**config.mk**
```make
export PLATFORM = sky130hd
export DESIGN_NAME = arbiter_response_memory
export DESIGN_NICKNAME = d
export VERILOG_FILES = /design/src/common/bundle_cfg_pkg.sv /design/src/common/packet_pkg.sv /design/src/arbiter/arbiter_response_memory.sv
export SDC_FILE = /design/constraint.sdc
export NUM_CORES = 1
export LEC_CHECK = 0
export BUFFER_PORTS_ARGS = -buffer_cell sky130_fd_sc_hd__buf_2
export CAP_MARGIN = 10
export CORE_MARGIN = 8
export CORE_UTILIZATION = 30
export DETAILED_ROUTE_END_ITERATION = 8
export HOLD_SLACK_MARGIN = 0.12
export PLACE_DENSITY = 0.76
export SETUP_SLACK_MARGIN = 0.1
export SLEW_MARGIN = 5
export SYNTH_ARGS = -nofsm -noshare
export SYNTH_HDL_FRONTEND = slang
export SYNTH_SLANG_ARGS = --single-unit
```
**constraint.sdc**
```tcl
create_clock -name ap_clk -period 0.8 [get_ports ap_clk]
set_input_delay 0.04 -clock ap_clk [delete_from_list [all_inputs] [get_ports ap_clk]]
set_output_delay 0.04 -clock ap_clk [all_outputs]
set_load 0.02 [all_outputs]
```
**src/common/bundle_cfg_pkg.sv**
```systemverilog
/*
 * Configuration of the lane bundle: lane count and request FIFO sizing.
 * Referenced by scoped names from the top level and the request arbiter.
 */

package bundle_cfg_pkg;

    // --------------------
    // Lane count
    // --------------------
    // Number of memory-reading lanes behind one descriptor
    localparam int NUM_LANES = 4;

    // --------------------
    // Request FIFO
    // --------------------
    // Entries in the memory-facing request FIFO
    localparam int REQ_FIFO_DEPTH = 8;
    // Occupancy at which the arbiter stops granting
    localparam int REQ_FIFO_PROG_FULL = 6;

    // Pointer and occupancy widths follow from the depth
    localparam int REQ_FIFO_PTR_W = $clog2(REQ_FIFO_DEPTH);
    localparam int REQ_FIFO_CNT_W = $clog2(REQ_FIFO_DEPTH + 1);

    // Read/write pointer into the FIFO storage
    typedef logic [REQ_FIFO_PTR_W-1:0] fifo_ptr_t;
    // Number of entries held, 0 up to REQ_FIFO_DEPTH
    typedef logic [REQ_FIFO_CNT_W-1:0] fifo_cnt_t;

endpackage : bundle_cfg_pkg

```
**src/common/packet_pkg.sv**
```systemverilog
/*
 * Field types of the descriptor and of the memory request/response packets,
 * plus the lane state encoding. Referenced by scoped names only.
 */

package packet_pkg;

    // --------------------
    // Packet fields
    // --------------------
    // Index of a lane, also carried in requests and responses
    typedef logic [$clog2(bundle_cfg_pkg::NUM_LANES)-1:0] lane_id_t;

    // Word address sent to memory
    typedef logic [31:0] addr_t;

    // Data word returned by memory
    typedef logic [31:0] data_t;

    // --------------------
    // Descriptor and lane
    // --------------------
    // Requests issued by each lane for one descriptor
    typedef logic [7:0] count_t;

    // Per-lane accumulator, wide enough for 255 full words
    typedef logic [39:0] sum_t;

    // Lane progress through one descriptor
    typedef enum logic [1:0] {
        IDLE,
        ISSUE,
        WAIT,
        FINISHED
    } lane_state_t;

endpackage : packet_pkg

```
**src/arbiter/arbiter_response_memory.sv**
```systemverilog
/*
 * 1-to-N response distributor. Routes each memory response to the lane named
 * by its id through one register stage; the data word is shared by all lanes.
 */

module arbiter_response_memory (
    input  logic                                 ap_clk,
    input  logic                                 areset_lanes,
    input  logic                                 resp_in_valid,
    input  packet_pkg::lane_id_t                 resp_in_lane_id,
    input  packet_pkg::data_t                    resp_in_data,
    output logic [bundle_cfg_pkg::NUM_LANES-1:0] resp_valid,
    output packet_pkg::data_t                    resp_data
);

    // --------------------
    // Lane select
    // --------------------
    // One-hot valid, at most one lane per cycle
    always_ff @(posedge ap_clk) begin
        if (areset_lanes) begin
            resp_valid <= '0;
        end else begin
            for (int k = 0; k < bundle_cfg_pkg::NUM_LANES; k++) begin
                resp_valid[k] <= resp_in_valid &&
                                 (resp_in_lane_id == packet_pkg::lane_id_t'(k));
            end
        end
    end

    // Data word for whichever lane is selected
    always_ff @(posedge ap_clk) begin
        resp_data <= resp_in_data;
    end

endmodule : arbiter_response_memory

```
==> flow_summary.ini <==
[route]
drc_errors = 0
vias = 724
wl_per_cell_um = 15.0
dr.pass1.iters = 2
drt_iter0_markers = 14
post_drt_via_cell_ratio = 3.98
wl_um = 2740
postRouteAntennaNets = 0

[floorplan]
core.rowCount = 18
pin_count = 73
die_area_um2 = 4450
fp.dieW_um = 66.7
initial_core_util_pct = 31.4
die_h_um = 66.7
core_area_um2 = 2450

[placed_design]
port_buffers = 72
hpwl_um = 1800
gp_congestion = 0.654

[critical_path]
critPathCapture = resp_data[3]
max_stage_delay_ps = 350
crit_type = reg2out
cp_max_fo = 1
critical_path.startpoint = resp_data[3]
required_ps = 760
crit_cells = 1
end_kind = output port
cp-start-kind = flop
path_cells = buf_6
slowest_stage = dfxtp_2
critPathTopFamily = flip-flops
cp.buffers_inverters = 1
critPathArrivalTime_ps = 790

[clocking]
cts_tree = done
numCtsBuffers = 5
htreeDepth = 2
cts.sinks = 36
cts_max_path_buffers = 2
post-cts-setup-buffers = 0
cts_hold_buf = 34
clk_pin_slew_ps = 100
clockRootBuffer = clkbuf_4

[global_routing]
grt-ovfl-total = 0
grt_usage_pct = 12.9
grt_pass1_wl_um = 4110
first_global_vias = 869
grt_max_degree = 11
antenna_found_initial = 0

[final_layout]
fin_util_pct = 74.7
diodes = 0
num-nets-final = 189
area_growth_pct = 138
drive_above_1_share_pct = 77.6

[synthesis]
syn_inst = 40
synth_seq_cells = 36
synth_top_family_by_area = simple AND/OR/NAND/NOR gates
netlist_area_um2 = 771
synth-xor-area-share_pct = 0
syn_avg_cell_area_um2 = 19.3
ys_seq_area_share_pct = 93.5
yosysTopAreaCellShare_pct = 93.5
synth_compound_area_share_pct = 0
synthSimpleGateAreaFrac_pct = 6.49
yosysWarnings = 0
synthMuxAreaShare_pct = 0
yosysTopAreaCell = dfxtp_1
synth_cell_types = 4
synthAdderAreaFrac_pct = 0
synth_fp_nets = 77
synth_area_leaders = dfxtp_1, and4bb_2, nor4b_2

[pwr]
switching_share_pct = 21.9
p_int_mw = 2.74
power_density_nw_per_um2 = 1910
power_frac_seq_pct = 55.5
p_total_mw = 3.50
p_leak_nw = 0.856
ir_drop_uv = 1770
p_sw_mw = 0.769
combPwrFrac_pct = 15.6
clockPowerShare_pct = 29.0

[timing]
max_freq_ghz = 1.21
fin_ws_ps = -28.2
fin_tns_setup_ps = -245
rsz0062_at_grt = true
fin_crit_ps = 828
hold_slack_ps = -85.7
fin_crit_sh_pct = 104
worstMarginPinSlew_ps = 178
maxSlewViolCount = 0
setup_violations = 22
slew_headroom_pct = 88.1
finalHoldViolations = 1

[outcome]
violations = hold timing, setup timing
outcome = finished, violations left

[min_path]
hold_class = in2reg

[flow_run]
drv_cap = 0
state kept, by name, summed over array words and instances, names as in the netlist:
name	cells
resp_data	32
resp_valid	4
synthesized netlist by cell type:
cell / instances
dfxtp_1: 36
and4bb_2: 2
and4b_1: 1
nor4b_2: 1
metal layers:
| metal | global-route usage [%] | vias up | share of wire [%] | routed length, um |
|---|---|---|---|---|
| met1 | 10.6 | 316 | 32 | 890 |
| met5 | 0 | - | 0 | 0 |
| met4 | 6.13 | 0 | 0.84 | 23 |
| li1 | - | 352 | - | - |
| met2 | 22.0 | 52 | 50 | 1360 |
| met3 | 10.1 | 4 | 17 | 462 |
metrics by stage:
step	cell area (um2)	setup slack [ps]	instances
after CTS	1840	-35.9	183
after floorplan	771	365	40
after detailed placement	1170	285	142
after global routing	1830	-92.8	182
after global placement	1170	313	142
final	1830	-28.2	182
timing repair:
action	in CTS	in global routing
pin swaps	0	0
endpoints found under the hold margin	36	4
gates cloned	0	0
resized for setup	108	0
endpoints found under the setup margin	36	40
layout by cell type (no fill, tap or decap), drive strengths merged:
master / count
dfxtp: 36
clkbuf: 7
and4b: 1
nor4b: 1
buf: 72
dlygate4sd3: 33
and4bb: 2
worst min-delay path by stage:
| stage | startpoint | endpoint | slack, ps | depth (start not counted) |
|---|---|---|---|---|
| detailed placement | resp_in_data[21] | resp_data[21] | 140 | 1 |
| CTS | resp_in_lane_id[0] | resp_valid[0] | -120 | 2 |
| global placement | resp_in_data[27] | resp_data[27] | 140 | 1 |
| global route | resp_in_lane_id[1] | resp_valid[0] | -100 | 2 |
| floorplan | resp_in_data[0] | resp_data[0] | 70 | 0 |
| finish | areset_lanes | resp_valid[0] | -90 | 2 |
cell type report:
cell class | count | area (um2)
clock buffers | 7 | 65.1
fillers | 146 | 621
multi-input cells | 4 | 50.0
repair buffers | 105 | 916
well taps | 30 | 37.5
flip-flops and latches | 36 | 766
power groups by stage:
| stage | Combinational, mW | Clock [mW] | Sequential (mW) |
|---|---|---|---|
| 2_1_floorplan | 0.00840 | 0 | 2.07 |
| 3_3_place_gp | 0.309 | 0 | 1.94 |
| 3_5_place_dp | 0.313 | 0 | 1.94 |
| 4_1_cts | 0.545 | 1.05 | 1.94 |
| 5_1_grt | 0.577 | 1.17 | 1.95 |
| 6_report | 0.546 | 1.02 | 1.94 |
kinds of logic (layout without fill, tap and decap cells):
kind of cell,after synthesis,count (layout)
DFF,36,36
and+or+nand+nor,4,4
buffers and inverters,0,112
No activity file was read; power rests on OpenSTA's default activity.
