### config.mk
export PLATFORM = sky130hd
export DESIGN_NAME = lane_reader
export DESIGN_NICKNAME = d
export VERILOG_FILES = /design/src/common/bundle_cfg_pkg.sv /design/src/common/packet_pkg.sv /design/src/hdl/lane_reader.sv
export SDC_FILE = /design/constraint.sdc
export NUM_CORES = 1
export LEC_CHECK = 0
export BUFFER_PORTS_ARGS = -buffer_cell sky130_fd_sc_hd__buf_2
export CAP_MARGIN = 40
export CORE_ASPECT_RATIO = 1.1
export CORE_MARGIN = 2
export CORE_UTILIZATION = 47
export DETAILED_ROUTE_END_ITERATION = 8
export PLACE_DENSITY = 0.77
export SKIP_LAST_GASP = 1
export SYNTH_ARGS = -nofsm -noshare
export SYNTH_HDL_FRONTEND = slang
export SYNTH_SLANG_ARGS = --single-unit
### constraint.sdc
create_clock -name ap_clk -period 4.25 [get_ports ap_clk]
set_input_delay 0.85 -clock ap_clk [delete_from_list [all_inputs] [get_ports ap_clk]]
set_output_delay 0.85 -clock ap_clk [all_outputs]
set_load 0.005 [all_outputs]
### src/common/bundle_cfg_pkg.sv
/*
 * Configuration of the lane bundle: lane count and request FIFO sizing.
 * Referenced by scoped names from the top level and the request arbiter.
 */

package bundle_cfg_pkg;

    // --------------------
    // Lane count
    // --------------------
    // Number of memory-reading lanes behind one descriptor
    localparam int NUM_LANES = 4;

    // --------------------
    // Request FIFO
    // --------------------
    // Entries in the memory-facing request FIFO
    localparam int REQ_FIFO_DEPTH = 8;
    // Occupancy at which the arbiter stops granting
    localparam int REQ_FIFO_PROG_FULL = 6;

    // Pointer and occupancy widths follow from the depth
    localparam int REQ_FIFO_PTR_W = $clog2(REQ_FIFO_DEPTH);
    localparam int REQ_FIFO_CNT_W = $clog2(REQ_FIFO_DEPTH + 1);

    // Read/write pointer into the FIFO storage
    typedef logic [REQ_FIFO_PTR_W-1:0] fifo_ptr_t;
    // Number of entries held, 0 up to REQ_FIFO_DEPTH
    typedef logic [REQ_FIFO_CNT_W-1:0] fifo_cnt_t;

endpackage : bundle_cfg_pkg

### src/common/packet_pkg.sv
/*
 * Field types of the descriptor and of the memory request/response packets,
 * plus the lane state encoding. Referenced by scoped names only.
 */

package packet_pkg;

    // --------------------
    // Packet fields
    // --------------------
    // Index of a lane, also carried in requests and responses
    typedef logic [$clog2(bundle_cfg_pkg::NUM_LANES)-1:0] lane_id_t;

    // Word address sent to memory
    typedef logic [31:0] addr_t;

    // Data word returned by memory
    typedef logic [31:0] data_t;

    // --------------------
    // Descriptor and lane
    // --------------------
    // Requests issued by each lane for one descriptor
    typedef logic [7:0] count_t;

    // Per-lane accumulator, wide enough for 255 full words
    typedef logic [39:0] sum_t;

    // Lane progress through one descriptor
    typedef enum logic [1:0] {
        IDLE,
        ISSUE,
        WAIT,
        FINISHED
    } lane_state_t;

endpackage : packet_pkg

### src/hdl/lane_reader.sv
/*
 * One reading lane. On start it requests base + k*NUM_LANES + LANE_ID for
 * k = 0 .. count-1, sums the returned words and reports done when every
 * response is back.
 */

module lane_reader #(
    parameter int LANE_ID = 0
) (
    input  logic               ap_clk,
    input  logic               areset_lanes,
    input  logic               start,
    input  packet_pkg::addr_t  base,
    input  packet_pkg::count_t count,
    input  logic               grant,
    input  logic               resp_valid,
    input  packet_pkg::data_t  resp_data,
    output logic               req_valid,
    output packet_pkg::addr_t  req_addr,
    output packet_pkg::sum_t   sum,
    output logic               done
);

    packet_pkg::lane_state_t state;
    // Requests granted so far
    packet_pkg::count_t      issued;
    // Responses returned so far
    packet_pkg::count_t      received;

    // --------------------
    // Lane FSM
    // --------------------
    always_ff @(posedge ap_clk) begin
        if (areset_lanes) begin
            state    <= packet_pkg::IDLE;
            issued   <= '0;
            received <= '0;
            sum      <= '0;
        end else if (start) begin
            // A new descriptor restarts the lane from any state
            issued   <= '0;
            received <= '0;
            sum      <= '0;
            state    <= (count == '0) ? packet_pkg::FINISHED : packet_pkg::ISSUE;
        end else begin
            // Responses may already arrive while later requests are issued
            if (resp_valid) begin
                sum      <= sum + packet_pkg::sum_t'(resp_data);
                received <= received + 1'b1;
            end
            case (state)
                packet_pkg::ISSUE: begin
                    if (grant) begin
                        issued <= issued + 1'b1;
                        if (issued == packet_pkg::count_t'(count - 1'b1)) begin
                            state <= packet_pkg::WAIT;
                        end
                    end
                end
                packet_pkg::WAIT: begin
                    // Last response closes the run
                    if (resp_valid && (received == packet_pkg::count_t'(count - 1'b1))) begin
                        state <= packet_pkg::FINISHED;
                    end
                end
                default: state <= state;
            endcase
        end
    end

    // Next interleaved address, stepping by the lane count per grant
    always_ff @(posedge ap_clk) begin
        if (start) begin
            req_addr <= base + packet_pkg::addr_t'(LANE_ID);
        end else if (grant) begin
            req_addr <= req_addr + packet_pkg::addr_t'(bundle_cfg_pkg::NUM_LANES);
        end
    end

    // Request held as a level until the last grant
    assign req_valid = (state == packet_pkg::ISSUE);
    assign done      = (state == packet_pkg::FINISHED);

endmodule : lane_reader

==> impl_metrics.env <==
export IMPL_outcome="finished clean"
export IMPL_die_area_sq_mm=0.0136
export IMPL_worst_hold_slack_ns=0.480
export IMPL_yosys_area_share_simple_pct=18.6
export IMPL_die_h_microns=122
export IMPL_drv_cap=0
export IMPL_final_setup_skew_ns=0.00623
export IMPL_avgRoutedWirePerCell_microns=14.7
export IMPL_timing_final_max_slew_violations=0
export IMPL_clock_tree_root_cell="clkbuf_16"
export IMPL_synthesis_nets=787
export IMPL_reg2regPathDepth=11
export IMPL_cts_hold_repair_buffers=0
export IMPL_antennaDiodeCount=0
export IMPL_avg_synthesized_cell_area_sq_um=8.90
export IMPL_cts_resized_gates=0
export IMPL_dr_total_vias=5306
export IMPL_clock_tree_from_tritoncts="done"
export IMPL_cts_setup_buffers=0
export IMPL_synth_area_leader_cell="dfxtp_1"
export IMPL_start_kind="input pin"
export IMPL_drive_gt1_share_pct=23.2
export IMPL_fin_tns_setup_ns=0
export IMPL_synth_most_common_cell="nand2_1"
export IMPL_yosys_area_share_xor_xnor_pct=13.2
export IMPL_synth_edf_count=32
export IMPL_synth_compound_area_share_pct=17.8
export IMPL_route_detailed_vias_per_inst=5.46
export IMPL_min_period_over_period_pct=78.8
export IMPL_hpwlAfterDp_microns=10700
export IMPL_maxSlewHeadroom_pct=47.6
export IMPL_io_pins=151
export IMPL_syn_area_sq_mm=0.00598
export IMPL_worst_setup_path_class="input pin to flop"
export IMPL_synthCells=672
export IMPL_ys_warnings_count=0
export IMPL_p_leak_nw=3.15
export IMPL_asyncSetResetFlopFracSynth_pct=0
export IMPL_synth_fa_ha_area_share_pct=8.08
export IMPL_finalHoldViolations=0
export IMPL_holdPathEnd="sum[39]"
export IMPL_grt_pass1_vias=5037
export IMPL_finalWirelength_microns=14300
export IMPL_cts_max_path_buffers=2
export IMPL_number_of_storage_elements_in_the_synthesis_netlist=90
export IMPL_timing_critical_path_to_type="flop"
export IMPL_top_post_synthesis_cells_by_count="nand2_1 (76), nor2_1 (62), dfxtp_1 (58), xor2_1 (46), o21ai_0 (45)"
export IMPL_layout_area_overhead_vs_synth_pct=19.2
export IMPL_pwr_density_cell_mw_per_mm2=322
export IMPL_ir_drop_uv=245
export IMPL_starting_density_of_the_core_pct=47.7
export IMPL_cts_inserted_buffers=9
export IMPL_synth_mux_area_share_pct=3.70
export IMPL_h_tree_depth=3
export IMPL_rsz0062_at_grt="no"
export IMPL_coreArea_sq_mm=0.0125
export IMPL_placementRows=43
export IMPL_min_path_type="flop to flop"
export IMPL_grt_max_degree=40
export IMPL_hold_start="sum[39]"
export IMPL_synth_cell_types=65
export IMPL_clk_insertion_delay_late_ns=0.35
export IMPL_r2r_start="sum[0]"
export IMPL_netlist_area_leader_share_pct=19.4
export IMPL_antenna_found_initial=0
export IMPL_r2r_setup_slack_ns=1.18
export IMPL_drt_first_iter_violations=350
export IMPL_die_x_microns=112
export IMPL_cts_sinks=90
export IMPL_synth_top_family_by_area="simple AND/OR/NAND/NOR gates"
export IMPL_overflow=0
export IMPL_transition_time_at_the_pin_with_the_least_slew_margin_ns=0.780
export IMPL_netlist_top_cells_area="dfxtp_1 (19%), edfxtp_1 (16%), ha_1 (7.7%)"
export IMPL_detailedRoute_firstPassIterationCount=4
export IMPL_placement_io_buffers=150
export IMPL_nets=925
export IMPL_finalSetupViolCount=0
export IMPL_grt_pass1_wl_microns=23600
export IMPL_drc_errors_left=0
export IMPL_min_delay_path_depth=2
export IMPL_crit_fanout=5
export IMPL_fmax_mhz=298
export IMPL_groute_usage_overall_pct=21.1
export IMPL_ys_seq_area_share_pct=35.5
export IMPL_detail_route_antenna_nets=0
export IMPL_gpl_final_weighted_congestion=0.863
export IMPL_cts_clk_slew_worst_paths_ns=0.06
export IMPL_layout_core_utilization_pct=56.9
export IMPL_yosys_most_used_dff="dfxtp_1"
export IMPL_crit_arrival_ns=3.56
export IMPL_rr_endpoint="sum[32]"
export IMPL_shortest_clock_period_the_worst_path_allows_after_layout_ns=3.35
export IMPL_cp_required_ns=4.46
==> registers in the layout, summed over array words and instances, names as in the netlist <==
register,cells
received,8
req_addr,32
state,2
sum,40
issued,8
==> layout by cell type (no fill, tap or decap), types with 20 or more instances in the layout <==
cell type,n
buf_2,150
nand2_1,76
nor2_1,62
dfxtp_1,58
xor2_1,46
o21ai_0,45
xnor2_1,44
a21oi_1,38
ha_1,37
edfxtp_1,32
nand3_1,21
mux2i_1,21
nand4_1,20
==> through the flow <==
stage                     worst slack, ns  instances  area, sq um  power (mW)
after global routing                0.635        972         7130        2.41
final                               0.900        972         7130        2.30
after floorplan                     0.960        672         5980        1.30
after global placement              0.616        956         6820        1.44
after CTS                           0.888        972         7130        2.31
after detailed placement            0.531        956         6820        1.45
==> metal layers <==
layer / part of all wire [%] / global-route usage, %
met1: 46 / 27.2
met2: 47 / 35.7
met3: 5.6 / 4.15
met4: 1.5 / 7.10
met5: 0 / 0
==> power breakdown <==
group | switching [mW] | total [mW] | internal, mW
clock network | 0.344 | 0.862 | 0.518
logic | 0.237 | 0.434 | 0.197
registers | 0.0491 | 1.00 | 0.951
total | 0.630 | 2.30 | 1.67
==> worst max-delay path by stage <==
stage	endpoint	startpoint	cells after the start
after detailed placement	sum[32]	resp_data[0]	12
final	sum[32]	resp_data[0]	12
after CTS	sum[32]	resp_data[0]	12
after global placement	sum[36]	resp_data[0]	12
after global routing	sum[34]	resp_data[0]	12
after floorplan	sum[30]	resp_data[0]	10
==> critical path: stages <==
cell and delay [ns]:
buf_2 0.10, ha_1 0.23, fa_1 0.40, a21o_1 0.18, a221oi_1 0.41, or3_1 0.25
a21oi_1 0.09, or3_1 0.35, a31oi_2 0.33, a21oi_1 0.14, xnor2_1 0.16, nor2_1 0.05
==> cell type report <==
cell class / instances / area, sq um
clock buffer: 12 / 236
tap: 157 / 196
clock inverter: 4 / 76.3
sequential: 90 / 2120
timing repair buffer: 153 / 773
fill: 1167 / 5400
inverter: 15 / 56.3
multi-input combinational: 541 / 3670
==> cell families (layout without fill, tap and decap cells) <==
kind of cell,count (synthesis),after routing
compound gates,157,157
simple gates,234,234
buf+inv,41,184
fa+ha+maj,38,38
xor+xnor,90,90
mux,22,22
flops,90,90
(Power assumes the default switching activity.)
